File: config.mk
export PLATFORM = sky130hd
export DESIGN_NAME = sd_spi_ctrl
export DESIGN_NICKNAME = d
export VERILOG_FILES = /design/src/hw/sd_pkg.sv /design/src/hw/sd_req_if.sv /design/src/hw/spi_byte_if.sv /design/src/hw/sd_cmd_unit.sv /design/src/hw/sd_ctrl_fsm.sv /design/src/hw/sd_spi_ctrl.sv /design/src/hw/spi_byte_engine.sv
export VERILOG_INCLUDE_DIRS = /design/src /design/src/hw
export SDC_FILE = /design/constraint.sdc
export NUM_CORES = 1
export LEC_CHECK = 0
export CORE_AREA = 4 4 400 402
export DETAILED_ROUTE_END_ITERATION = 10
export DIE_AREA = 0 0 404 406
export DONT_BUFFER_PORTS = 1
export SKIP_LAST_GASP = 1
export SLEW_MARGIN = 20
export SYNTH_ARGS = -nofsm -noshare
export SYNTH_HDL_FRONTEND = slang
export SYNTH_HIERARCHICAL = 1
export SYNTH_SLANG_ARGS = --single-unit
File: constraint.sdc
create_clock -name clk -period 78.4 [get_ports clk]
set_input_delay 7.84 -clock clk [delete_from_list [all_inputs] [get_ports clk]]
set_output_delay 7.84 -clock clk [all_outputs]
set_load 0.03 [all_outputs]
File: src/hw/sd_consts.svh
// SD SPI controller constants for timing, block size, tokens and limits
`ifndef SD_CONSTS_SVH
`define SD_CONSTS_SVH

// --------------------
// Timing
// --------------------
// clk cycles per SPI clock half period
`define SD_CLK_DIV        5
// Dummy bytes sent with chip select high
`define SD_POWERUP_BYTES  80

// --------------------
// Block geometry
// --------------------
`define SD_BLOCK_BYTES    64
`define SD_BLOCK_BITS     512

// --------------------
// Limits
// --------------------
// FF bytes polled before an R1 timeout
`define SD_RESP_TIMEOUT   1000
`define SD_TOKEN_TIMEOUT  1024
`define SD_ACMD41_MAX     2000

// --------------------
// Bus bytes and tokens
// --------------------
`define SD_START_TOKEN    8'hFE
`define SD_IDLE_BYTE      8'hFF
// Low five bits of the data response
`define SD_DATA_ACCEPTED  5'h05

`endif

File: src/hw/sd_pkg.sv
// SD SPI controller shared types for bus bytes, command opcodes and sequencer states
package sd_pkg;

    typedef logic [7:0] sd_byte_t;

    // Opcode value is the command index
    typedef enum logic [5:0] {
        op_cmd0   = 6'd0,
        op_cmd8   = 6'd8,
        op_cmd16  = 6'd16,
        op_cmd17  = 6'd17,
        op_cmd24  = 6'd24,
        op_acmd41 = 6'd41,
        op_cmd55  = 6'd55
    } sd_cmd_e;

    typedef enum logic [4:0] {
        st_powerup,
        st_cmd0,
        st_cmd8,
        st_r7_tail,
        st_cmd55,
        st_acmd41,
        st_cmd16,
        st_rd_cmd,
        st_rd_token,
        st_rd_data,
        st_wr_wait,
        st_wr_cmd,
        st_wr_token,
        st_wr_data,
        st_wr_resp,
        st_wr_busy,
        st_error
    } sd_state_e;

endpackage

File: src/hw/sd_req_if.sv
// Request link between the control sequencer and the command unit
interface sd_req_if;

    // Command frame request
    logic             cmd_start;
    sd_pkg::sd_cmd_e  cmd;
    logic [31:0]      arg;
    // Single raw byte request
    logic             raw_start;
    sd_pkg::sd_byte_t raw_tx;
    // Completion
    logic             done;
    sd_pkg::sd_byte_t rx;
    logic             timeout;

    modport master (
        output cmd_start, cmd, arg, raw_start, raw_tx,
        input  done, rx, timeout
    );

    modport slave (
        input  cmd_start, cmd, arg, raw_start, raw_tx,
        output done, rx, timeout
    );

endinterface

File: src/hw/spi_byte_if.sv
// SPI byte link between the command unit and the byte engine
interface spi_byte_if;

    logic             start;
    sd_pkg::sd_byte_t tx;
    sd_pkg::sd_byte_t rx;
    logic             done;

    modport master (
        output start, tx,
        input  rx, done
    );

    modport slave (
        input  start, tx,
        output rx, done
    );

endinterface

File: src/hw/sd_cmd_unit.sv
// SD command unit that sends six-byte command frames, polls for R1 and passes raw bytes
`include "sd_consts.svh"

module sd_cmd_unit (
    input  logic       clk,
    input  logic       rst_n,
    sd_req_if.slave    req,
    spi_byte_if.master byte_if
);

    localparam int poll_w = $clog2(`SD_RESP_TIMEOUT + 1);

    typedef enum logic [1:0] {
        cu_idle,
        cu_frame,
        cu_poll,
        cu_raw
    } cu_state_e;

    cu_state_e         state;
    // Argument and CRC bytes still to send
    logic [39:0]       frame;
    logic [2:0]        byte_idx;
    logic [poll_w-1:0] poll_cnt;

    function automatic sd_pkg::sd_byte_t crc_for(sd_pkg::sd_cmd_e c);
        case (c)
            sd_pkg::op_cmd0: return 8'h95;
            sd_pkg::op_cmd8: return 8'h87;
            default:         return 8'h01;
        endcase
    endfunction

    always_ff @(posedge clk or negedge rst_n) begin
        if (!rst_n) begin
            state         <= cu_idle;
            frame         <= '1;
            byte_idx      <= '0;
            poll_cnt      <= '0;
            byte_if.start <= 1'b0;
            byte_if.tx    <= `SD_IDLE_BYTE;
            req.done      <= 1'b0;
            req.rx        <= `SD_IDLE_BYTE;
            req.timeout   <= 1'b0;
        end else begin
            byte_if.start <= 1'b0;
            req.done      <= 1'b0;
            case (state)
                cu_idle: begin
                    if (req.cmd_start) begin
                        frame         <= {req.arg, crc_for(req.cmd)};
                        byte_if.tx    <= {2'b01, req.cmd};
                        byte_if.start <= 1'b1;
                        byte_idx      <= '0;
                        state         <= cu_frame;
                    end else if (req.raw_start) begin
                        byte_if.tx    <= req.raw_tx;
                        byte_if.start <= 1'b1;
                        state         <= cu_raw;
                    end
                end
                cu_frame: begin
                    if (byte_if.done) begin
                        // After the CRC the shifted-in FF becomes the first poll byte
                        byte_if.tx    <= frame[39:32];
                        byte_if.start <= 1'b1;
                        frame         <= {frame[31:0], `SD_IDLE_BYTE};
                        byte_idx      <= byte_idx + 1'b1;
                        if (byte_idx == 3'd5) begin
                            poll_cnt <= '0;
                            state    <= cu_poll;
                        end
                    end
                end
                cu_poll: begin
                    if (byte_if.done) begin
                        if (byte_if.rx != `SD_IDLE_BYTE ||
                            poll_cnt == poll_w'(`SD_RESP_TIMEOUT - 1)) begin
                            req.done    <= 1'b1;
                            req.rx      <= byte_if.rx;
                            req.timeout <= (byte_if.rx == `SD_IDLE_BYTE);
                            state       <= cu_idle;
                        end else begin
                            poll_cnt      <= poll_cnt + 1'b1;
                            byte_if.start <= 1'b1;
                        end
                    end
                end
                default: begin
                    if (byte_if.done) begin
                        req.done    <= 1'b1;
                        req.rx      <= byte_if.rx;
                        req.timeout <= 1'b0;
                        state       <= cu_idle;
                    end
                end
            endcase
        end
    end

endmodule

File: src/hw/sd_ctrl_fsm.sv
// SD control sequencer for power-up, card initialization, block read and block write
`include "sd_consts.svh"

module sd_ctrl_fsm (
    input  logic                      clk,
    input  logic                      rst_n,
    sd_req_if.master                  req,
    input  logic [`SD_BLOCK_BITS-1:0] write_data,
    input  logic                      write_data_ready,
    output logic [`SD_BLOCK_BITS-1:0] read_data,
    output logic                      read_ready,
    output logic                      ready,
    output logic                      error,
    output logic                      spi_cs_n
);

    localparam int cnt_w  = $clog2(`SD_TOKEN_TIMEOUT + 1);
    localparam int acmd_w = $clog2(`SD_ACMD41_MAX + 1);

    sd_pkg::sd_state_e         state;
    logic                      pending;
    logic [cnt_w-1:0]          cnt;
    logic [acmd_w-1:0]         acmd_cnt;
    logic                      v2;
    sd_pkg::sd_byte_t          r7_prev;
    logic [31:0]               addr;
    logic [`SD_BLOCK_BITS-1:0] wr_buf;
    logic                      use_cmd;

    assign ready    = (state == sd_pkg::st_wr_wait);
    assign error    = (state == sd_pkg::st_error);
    assign spi_cs_n = (state == sd_pkg::st_powerup) || error;

    // --------------------
    // Request contents per state
    // --------------------
    always_comb begin
        use_cmd    = 1'b1;
        req.cmd    = sd_pkg::op_cmd0;
        req.arg    = '0;
        req.raw_tx = `SD_IDLE_BYTE;
        case (state)
            sd_pkg::st_cmd0:   req.cmd = sd_pkg::op_cmd0;
            sd_pkg::st_cmd8: begin
                req.cmd = sd_pkg::op_cmd8;
                req.arg = 32'h0000_01AA;
            end
            sd_pkg::st_cmd55:  req.cmd = sd_pkg::op_cmd55;
            sd_pkg::st_acmd41: begin
                // HCS bit for version-2 cards
                req.cmd = sd_pkg::op_acmd41;
                req.arg = {1'b0, v2, 30'd0};
            end
            sd_pkg::st_cmd16: begin
                req.cmd = sd_pkg::op_cmd16;
                req.arg = `SD_BLOCK_BYTES;
            end
            sd_pkg::st_rd_cmd: begin
                req.cmd = sd_pkg::op_cmd17;
                req.arg = addr;
            end
            sd_pkg::st_wr_cmd: begin
                req.cmd = sd_pkg::op_cmd24;
                req.arg = addr;
            end
            sd_pkg::st_wr_token: begin
                use_cmd    = 1'b0;
                req.raw_tx = `SD_START_TOKEN;
            end
            sd_pkg::st_wr_data: begin
                use_cmd    = 1'b0;
                req.raw_tx = wr_buf[`SD_BLOCK_BITS-1 -: 8];
            end
            default: use_cmd = 1'b0;
        endcase
    end

    // --------------------
    // Sequencer
    // --------------------
    always_ff @(posedge clk or negedge rst_n) begin
        if (!rst_n) begin
            state         <= sd_pkg::st_powerup;
            pending       <= 1'b0;
            cnt           <= '0;
            acmd_cnt      <= '0;
            v2            <= 1'b0;
            r7_prev       <= '0;
            addr          <= '0;
            read_ready    <= 1'b0;
            req.cmd_start <= 1'b0;
            req.raw_start <= 1'b0;
        end else begin
            req.cmd_start <= 1'b0;
            req.raw_start <= 1'b0;
            read_ready    <= 1'b0;
            if (!pending && !ready && !error) begin
                pending       <= 1'b1;
                req.cmd_start <= use_cmd;
                req.raw_start <= !use_cmd;
            end
            if (ready && write_data_ready) begin
                state <= sd_pkg::st_wr_cmd;
            end
            if (req.done) begin
                pending <= 1'b0;
                cnt     <= cnt + 1'b1;
                case (state)
                    sd_pkg::st_powerup: begin
                        if (cnt == cnt_w'(`SD_POWERUP_BYTES - 1)) begin
                            cnt   <= '0;
                            state <= sd_pkg::st_cmd0;
                        end
                    end
                    sd_pkg::st_cmd0: begin
                        state <= (req.rx == 8'h01) ? sd_pkg::st_cmd8 : sd_pkg::st_error;
                    end
                    sd_pkg::st_cmd8: begin
                        cnt   <= '0;
                        state <= (req.rx == 8'h01) ? sd_pkg::st_r7_tail : sd_pkg::st_error;
                    end
                    sd_pkg::st_r7_tail: begin
                        r7_prev <= req.rx;
                        if (cnt == cnt_w'(3)) begin
                            v2    <= ({r7_prev, req.rx} == 16'h01AA);
                            state <= sd_pkg::st_cmd55;
                        end
                    end
                    sd_pkg::st_cmd55: begin
                        state <= (req.rx[7:1] == '0) ? sd_pkg::st_acmd41 : sd_pkg::st_error;
                    end
                    sd_pkg::st_acmd41: begin
                        acmd_cnt <= acmd_cnt + 1'b1;
                        if (req.rx == 8'h00) begin
                            state <= sd_pkg::st_cmd16;
                        end else if (req.rx == 8'h01 &&
                                     acmd_cnt != acmd_w'(`SD_ACMD41_MAX - 1)) begin
                            state <= sd_pkg::st_cmd55;
                        end else begin
                            state <= sd_pkg::st_error;
                        end
                    end
                    sd_pkg::st_cmd16, sd_pkg::st_rd_cmd, sd_pkg::st_wr_cmd: begin
                        cnt <= '0;
                        if (req.rx != 8'h00) begin
                            state <= sd_pkg::st_error;
                        end else if (state == sd_pkg::st_wr_cmd) begin
                            state <= sd_pkg::st_wr_token;
                        end else begin
                            state <= (state == sd_pkg::st_cmd16) ? sd_pkg::st_rd_cmd
                                                                 : sd_pkg::st_rd_token;
                        end
                    end
                    sd_pkg::st_rd_token: begin
                        if (req.rx == `SD_START_TOKEN) begin
                            cnt   <= '0;
                            state <= sd_pkg::st_rd_data;
                        end else if (cnt == cnt_w'(`SD_TOKEN_TIMEOUT - 1)) begin
                            state <= sd_pkg::st_error;
                        end
                    end
                    sd_pkg::st_rd_data: begin
                        if (cnt == cnt_w'(`SD_BLOCK_BYTES - 1)) begin
                            read_ready <= 1'b1;
                            state      <= sd_pkg::st_wr_wait;
                        end
                    end
                    sd_pkg::st_wr_token: begin
                        cnt   <= '0;
                        state <= sd_pkg::st_wr_data;
                    end
                    sd_pkg::st_wr_data: begin
                        if (cnt == cnt_w'(`SD_BLOCK_BYTES - 1)) begin
                            cnt   <= '0;
                            state <= sd_pkg::st_wr_resp;
                        end
                    end
                    sd_pkg::st_wr_resp: begin
                        if (req.rx != `SD_IDLE_BYTE) begin
                            state <= (req.rx[4:0] == `SD_DATA_ACCEPTED) ? sd_pkg::st_wr_busy
                                                                        : sd_pkg::st_error;
                        end else if (cnt == cnt_w'(`SD_RESP_TIMEOUT - 1)) begin
                            state <= sd_pkg::st_error;
                        end
                    end
                    sd_pkg::st_wr_busy: begin
                        // Card holds MISO low while programming
                        if (req.rx == `SD_IDLE_BYTE) begin
                            addr  <= addr + `SD_BLOCK_BYTES;
                            state <= sd_pkg::st_rd_cmd;
                        end
                    end
                    default: state <= sd_pkg::st_error;
                endcase
                if (use_cmd && req.timeout) begin
                    state <= sd_pkg::st_error;
                end
            end
        end
    end

    // Block buffers with the MSB byte first on the wire
    always_ff @(posedge clk) begin
        if (ready && write_data_ready) begin
            wr_buf <= write_data;
        end else if (state == sd_pkg::st_wr_data && req.done) begin
            wr_buf <= {wr_buf[`SD_BLOCK_BITS-9:0], 8'h00};
        end
        if (state == sd_pkg::st_rd_data && req.done) begin
            read_data <= {read_data[`SD_BLOCK_BITS-9:0], req.rx};
        end
    end

endmodule

File: src/hw/sd_spi_ctrl.sv
// SD card controller top in SPI mode with 64-byte block read and write-back
`include "sd_consts.svh"

module sd_spi_ctrl (
    input  logic                      clk,
    input  logic                      rst_n,
    input  logic [`SD_BLOCK_BITS-1:0] write_data,
    input  logic                      write_data_ready,
    output logic [`SD_BLOCK_BITS-1:0] read_data,
    output logic                      read_ready,
    output logic                      ready,
    output logic                      error,
    output logic                      spi_clk,
    output logic                      spi_cs_n,
    output logic                      spi_mosi,
    input  logic                      spi_miso
);

    spi_byte_if u_byte_if ();
    sd_req_if   u_req_if ();

    // --------------------
    // Sequencer
    // --------------------
    sd_ctrl_fsm u_ctrl_fsm (
        .clk              (clk),
        .rst_n            (rst_n),
        .req              (u_req_if.master),
        .write_data       (write_data),
        .write_data_ready (write_data_ready),
        .read_data        (read_data),
        .read_ready       (read_ready),
        .ready            (ready),
        .error            (error),
        .spi_cs_n         (spi_cs_n)
    );

    sd_cmd_unit u_cmd_unit (
        .clk     (clk),
        .rst_n   (rst_n),
        .req     (u_req_if.slave),
        .byte_if (u_byte_if.master)
    );

    // SPI pins
    spi_byte_engine u_byte_engine (
        .clk      (clk),
        .rst_n    (rst_n),
        .byte_if  (u_byte_if.slave),
        .spi_clk  (spi_clk),
        .spi_mosi (spi_mosi),
        .spi_miso (spi_miso)
    );

endmodule

File: src/hw/spi_byte_engine.sv
// SPI byte engine with a clock divider and a mode-0 shifter for single bytes
`include "sd_consts.svh"

module spi_byte_engine (
    input  logic      clk,
    input  logic      rst_n,
    spi_byte_if.slave byte_if,
    output logic      spi_clk,
    output logic      spi_mosi,
    input  logic      spi_miso
);

    localparam int div_w = $clog2(`SD_CLK_DIV + 1);
    localparam logic [div_w-1:0] div_last = div_w'(`SD_CLK_DIV - 1);

    logic [div_w-1:0] div_cnt;
    // Sixteen SPI clock edges per byte
    logic [3:0]       edge_cnt;
    logic             busy;
    logic             tick;
    sd_pkg::sd_byte_t tx_sr;
    sd_pkg::sd_byte_t rx_sr;

    assign tick     = busy && (div_cnt == div_last);
    assign spi_mosi = tx_sr[7];
    assign byte_if.rx = rx_sr;

    always_ff @(posedge clk or negedge rst_n) begin
        if (!rst_n) begin
            busy         <= 1'b0;
            div_cnt      <= '0;
            edge_cnt     <= '0;
            spi_clk      <= 1'b0;
            tx_sr        <= `SD_IDLE_BYTE;
            byte_if.done <= 1'b0;
        end else begin
            byte_if.done <= 1'b0;
            if (byte_if.start && !busy) begin
                busy     <= 1'b1;
                div_cnt  <= '0;
                edge_cnt <= '0;
                tx_sr    <= byte_if.tx;
            end else if (busy) begin
                div_cnt <= tick ? '0 : div_cnt + 1'b1;
                if (tick) begin
                    spi_clk  <= ~spi_clk;
                    edge_cnt <= edge_cnt + 1'b1;
                    // Falling edge shifts the next bit out with idle high behind it
                    if (spi_clk) begin
                        tx_sr <= {tx_sr[6:0], 1'b1};
                        if (edge_cnt == 4'd15) begin
                            busy         <= 1'b0;
                            byte_if.done <= 1'b1;
                        end
                    end
                end
            end
        end
    end

    // Sample on rising edge
    always_ff @(posedge clk) begin
        if (tick && !spi_clk) begin
            rx_sr <= {rx_sr[6:0], spi_miso};
        end
    end

endmodule

# [Word-level counts from Yosys, hierarchy flattened]
# Cells that the tools add are included.
[op_classes] n_addsub=7 n_eq_ne=44 muxes=100 bitwise_logic=3 n_reduce_logical=49
[ops] op="$mux W512" n=2
[ops] op="$pmux W32 S4" n=1
[ops] op="$mux W5" n=20
[ops] op="$mux W40" n=2
[ops] op="$mux W8" n=10
[ops] op="$pmux W40 S2" n=1
[ops] op="$pmux W5 S13" n=1
[ops] op="$pmux W8 S2" n=4
[ops] op="$pmux W11 S4" n=1
[ops] op="$eq A5 B4 Y1 const B" n=8
[ops] op="$mux W10" n=4
[ops] op="$pmux W6 S6" n=1
[ops] op="$mux W11" n=3
[ops] op="$add A32 B7 Y32 const B" n=1
[ops] op="$mux W1" n=28
[ops] op="$eq A5 B3 Y1 const B" n=5
[ops] op="$eq A8 B8 Y1 const B" n=3
[ops] op="$add A11 B1 Y11 const B" n=2
[ops] op="$eq A11 B10 Y1 const B" n=2
[ops] op="$reduce_and A3 Y1" n=7
[ops] op="$pmux W10 S2" n=1
[ops] op="$eq A16 B9 Y1 const B" n=1
[ops] op="$mux W4" n=4
[ops] op="$ne A8 B8 Y1 const B" n=2
[ops] op="other kinds (44)" n=89
[totals] regBits=1196 in_bits=516 output_inout_bits=518 word_cells=231

# [Logic depth before layout (Yosys ltp)]
[logic_depth] depth_word=8 ltp_mapped=10 ltp_nobuf=8

# [Cells and area by module]
# Netlist, hierarchy kept.
[by_module_without_submodules] module="sd_ctrl_fsm" instances=1 cells_per_inst=2054 area_each_um2=41292.1 seq_area_each_um2=32401.1
[by_module_without_submodules] module="sd_cmd_unit" instances=1 cells_per_inst=315 area_each_um2=3380.7 seq_area_each_um2=1816.7
[by_module_without_submodules] module="spi_byte_engine" instances=1 cells_per_inst=90 area_each_um2=1113.6 seq_area_each_um2=700.7

# [Worst setup path after synthesis]
# Ideal clock, no wire load.
[synth_path] kind="register -> register" start="register u_ctrl_fsm.state[3]" end="register u_ctrl_fsm.read_ready" setup_ns=0.202 t_arrival_ns=37.594 required_ns=78.198 setup_slack_ns=40.604 stages_incl_launch_ff=7 path_buffers=3 synth_period_minus_slack_ns=37.796 cell_sequence="dfrtp_1 > buf_2 > buf_2 > buf_1 > nand3_1 > nor3_1 > and2_1"
[synth_between] elab_chain_cells=3
[synth_lines] element="start, declared" line_no="sd_ctrl_fsm.sv:20" text="sd_pkg::sd_state_e state;"
[synth_lines] element="start signal, assigned" line_no="sd_ctrl_fsm.sv:83" text="state <= sd_pkg::st_powerup;"
[synth_lines] element="start signal, assigned" line_no="sd_ctrl_fsm.sv:103" text="state <= sd_pkg::st_wr_cmd;"
[synth_lines] element="start signal, assigned" line_no="sd_ctrl_fsm.sv:112" text="state <= sd_pkg::st_cmd0;"
[synth_lines] element="$eq A5 B4 Y1" line_no="sd_ctrl_fsm.sv:108" text="case (state)"
[synth_lines] element="$mux W1" line_no="sd_ctrl_fsm.sv:108"
[synth_lines] element="$mux W1" line_no="sd_ctrl_fsm.sv:105" text="if (req.done) begin"
[synth_lines] element="end signal, assigned" line_no="sd_ctrl_fsm.sv:90" text="read_ready <= 1'b0;"
[synth_lines] element="end signal, assigned" line_no="sd_ctrl_fsm.sv:96" text="read_ready <= 1'b0;"
[synth_lines] element="end signal, assigned" line_no="sd_ctrl_fsm.sv:164" text="read_ready <= 1'b1;"
[synth_lines] element="end, declared" line_no="sd_ctrl_fsm.sv:11" text="output logic read_ready,"
# Every way passes these cells.
# A chain may end at the register's enable or synchronous reset.

# [Final worst setup path]
[layout_path] start="input write_data_ready" end="register u_ctrl_fsm.wr_buf[321], enable pin"
[layout_between] elab_chain_cells=2
[layout_lines] element="start, declared" line_no="sd_spi_ctrl.sv:8" text="input logic write_data_ready,"
[layout_lines] element="$logic_and A1 B1 Y1" line_no="sd_ctrl_fsm.sv:204" text="if (ready && write_data_ready) begin"
[layout_lines] element="$reduce_bool A2 Y1 (no line)"
[layout_lines] element="end signal, assigned" line_no="sd_ctrl_fsm.sv:205" text="wr_buf <= write_data;"
[layout_lines] element="end signal, assigned" line_no="sd_ctrl_fsm.sv:207" text="wr_buf <= {wr_buf[`SD_BLOCK_BITS-9:0], 8'h00};"
[layout_lines] element="end, declared" line_no="sd_ctrl_fsm.sv:27" text="logic [`SD_BLOCK_BITS-1:0] wr_buf;"
# Every way passes these cells.

==> run_results.csv <==
group,metric,value,unit
cts,clk_pin_slew,0.06,ns
logic_synthesis,yosysWarnings,6,
logic_synthesis,yosys-top-cells-count,"edfxtp_1, mux2_2, dfrtp_1",
cts,cts_root_buf,"clkbuf_16",
global_routing,grt_remaining_overflow,0,
worst_hold_path,min_from,"u_cmd_unit/frame[6]",
layout,syn_to_final_growth,13.5,%
timing,slew_headroom,26.8,%
pwr,p_per_area,24.4,mW/mm²
timing,tns,0,ns
drt,drt_iter0_markers,2176,
floorplanning,pin_count,1034,
global_routing,grt_pass1_vias,21628,
placed_design,place_ws,66.04,ns
logic_synthesis,yosysUniqueCellTypes,84,
drt,ant_nets,0,
cts,cts_made_buffers,131,
cts,htree_levels,4,
logic_synthesis,ys_ff_latch,1186,
status,outcome,"complete, no violations",
logic_synthesis,ys_seq_area_share,76.3,%
global_routing,grt_antenna_before_repair,45,
timing,setup_viol,0,
pwr,combPwrFrac,0,%
global_routing,grt_max_degree,166,
drt,num_vias,21888,
placed_design,place.gp.congestion,0.871,
critical_path,cp-startpoint,"write_data_ready",
cts,clockBufferDepth,3,
cts,cts_tree,"done",
logic_synthesis,async_flop_share,13.0,%
critical_path,cp-end-kind,"flip-flop",
floorplanning,dieWidth,404,µm
timing,period_minus_slack,11.60,ns
critical_path,crit-reg2reg-launch,"u_ctrl_fsm/state[3]",
logic_synthesis,synth_top_area_share,67.7,%
pwr,total_leakage_power,12.5,nW
layout,utilization,33.3,%
layout,drive_gt1_share,31.8,%
critical_path,crit_arrival,11.93,ns
cts,ctsHoldBuffers,0,
drt,routed_wl,115000,µm
drt,drtPass1Iterations,5,
timing,rsz0062_at_grt,"false",
logic_synthesis,avgSynthCellArea,18.6,µm²
floorplanning,core-area,0.156,mm²
logic_synthesis,synth-edff-count,1032,
pwr,switching_share,19.5,%
floorplanning,initial_core_util,29.3,%
global_routing,grt_pass1_wl,160000,µm
critical_path,crit_fanout,78,
cts,ctsResizeCount,0,
floorplanning,dieArea,0.164,mm²
critical_path,crit_type,"in -> reg",
logic_synthesis,synth.most_common_cell,"edfxtp_1",
floorplanning,row_count,145,
drt,wl_per_cell,24.5,µm
placed_design,port_buffers,0,
floorplanning,fp.dieH,406,µm
global_routing,grt_usage,13.3,%
timing,tightest_slew,1.10,ns
flow_run,cap_violations,0,
layout,nNetsFinal,3041,
critical_path,start_kind,"primary input",
pwr,pwr-share-seq,53.4,%
pwr,power.internal,0.00102,W
logic_synthesis,synth_flop_cell,"edfxtp_1",
cts,clk_latency,0.72,ns
drt,route.detailed.drc,0,
pwr,p_sw,0.000247,W
logic_synthesis,syn_area,0.0458,mm²
worst_hold_path,min_path_type,"reg -> reg",
cts,clkSinkCount,1186,
drt,avgViaCountPerCell,4.66,
pwr,clkPwrFrac,46.5,%
timing,fin_worst_skew,0.0271,ns
timing,period_share,14.8,%
timing,setup_ws,66.80,ns
pwr,vdd_drop_max,18.3,µV
timing,drv_slew,0,
logic_synthesis,synth_area_leader_cell,"edfxtp_1",
cts,post_cts_buffers,0,
layout,fill_cells,14720,
timing,hold_viol,0,
placed_design,dp_hpwl,82600,µm
critical_path,required,78.74,ns
logic_synthesis,synthCells,2459,
logic_synthesis,synthTopCellsByArea,"edfxtp_1, mux2_2, dfrtp_1",
timing,fmax,86.2,MHz
[path summary, 6_finish.rpt]
check                                             to  slack (ns)  cells past startpoint
max                           u_ctrl_fsm/wr_buf[321]       66.80                      5
min                              u_cmd_unit/frame[6]        0.45                      2
max reg2reg                u_ctrl_fsm/read_data[497]       71.54                      8
min reg2reg                      u_cmd_unit/frame[6]        0.45                      2
max in group asynchronous       u_cmd_unit/frame[22]       71.20                      0
min in group asynchronous     u_ctrl_fsm/acmd_cnt[9]        6.84                      0
[critical path, cell delays in order]
cell and delay, ns:
and3_4 0.80, a21o_4 0.66, buf_4 0.80, buf_4 0.78, buf_4 0.82
[area by class of cell]
type                    count  area [µm²]  area share (%)
clock buffers             167        3440            6.63
clock inverters            62         666            1.28
flip-flops and latches   1186       34900            67.2
well taps                2058        2570            4.96
inverters                  33         124           0.238
diodes                     28        70.1           0.135
repair buffers             27         215           0.414
multi-input cells        1137        9940            19.1
[kinds of logic after synthesis]
family	count (synthesis)	synth area share, %
flops	1186	76.3
simple gates	347	4.34
fa+ha+maj	10	0.268
other cells	1	0.00819
compound gates	174	2.48
xor+xnor	40	0.765
mux	563	13.7
buf+inv	138	2.13
[power by group through the flow]
stage	sequential (W)	combinational (W)	clock, W
floorplan	0.000690	0.000000444	0
global placement	0.000690	0.000000355	0
detailed placement	0.000690	0.000000361	0
CTS	0.000677	0.000000361	0.000609
global route	0.000677	0.000000376	0.000635
finish	0.000677	0.000000358	0.000590
[layout by cell type (no fill, tap or decap), types with 37 or more instances in the layout]
cell	count
dfrtp_1	94
clkbuf_16	131
mux2i_1	41
nor2_1	60
o21ai_0	52
nand2_1	85
and2_1	37
edfxtp_1	1032
mux2_2	522
dfstp_2	60
[registers in the layout (all words and copies together) (netlist names), 10 cells and up]
register	count
u_cmd_unit/frame	36
u_cmd_unit/poll_cnt	10
u_ctrl_fsm/acmd_cnt	11
u_ctrl_fsm/addr	26
u_ctrl_fsm/cnt	11
u_ctrl_fsm/read_data	512
u_ctrl_fsm/wr_buf	512
[stage by stage]
step | hold WS, ns | total power, W | std cells | area [µm²]
floorplan | 0.432 | 0.000691 | 2461 | 45800
global placement | 0.444 | 0.000691 | 4441 | 47800
CTS | 0.458 | 0.00129 | 4670 | 51900
finish | 0.455 | 0.00127 | 4698 | 51900
global route | 0.478 | 0.00131 | 4692 | 51900
detailed placement | 0.447 | 0.000691 | 4441 | 47800
[layer usage]
layer  vias up  part of all wire (%)  GRT usage, %
li1       9632                     -             -
met1     11027                    37          15.1
met2      1001                    50          22.1
met3       200                    10          6.18
met4        28                   2.5          4.81
met5         -                  0.18             0
No activity file was read; power rests on OpenSTA's default activity.
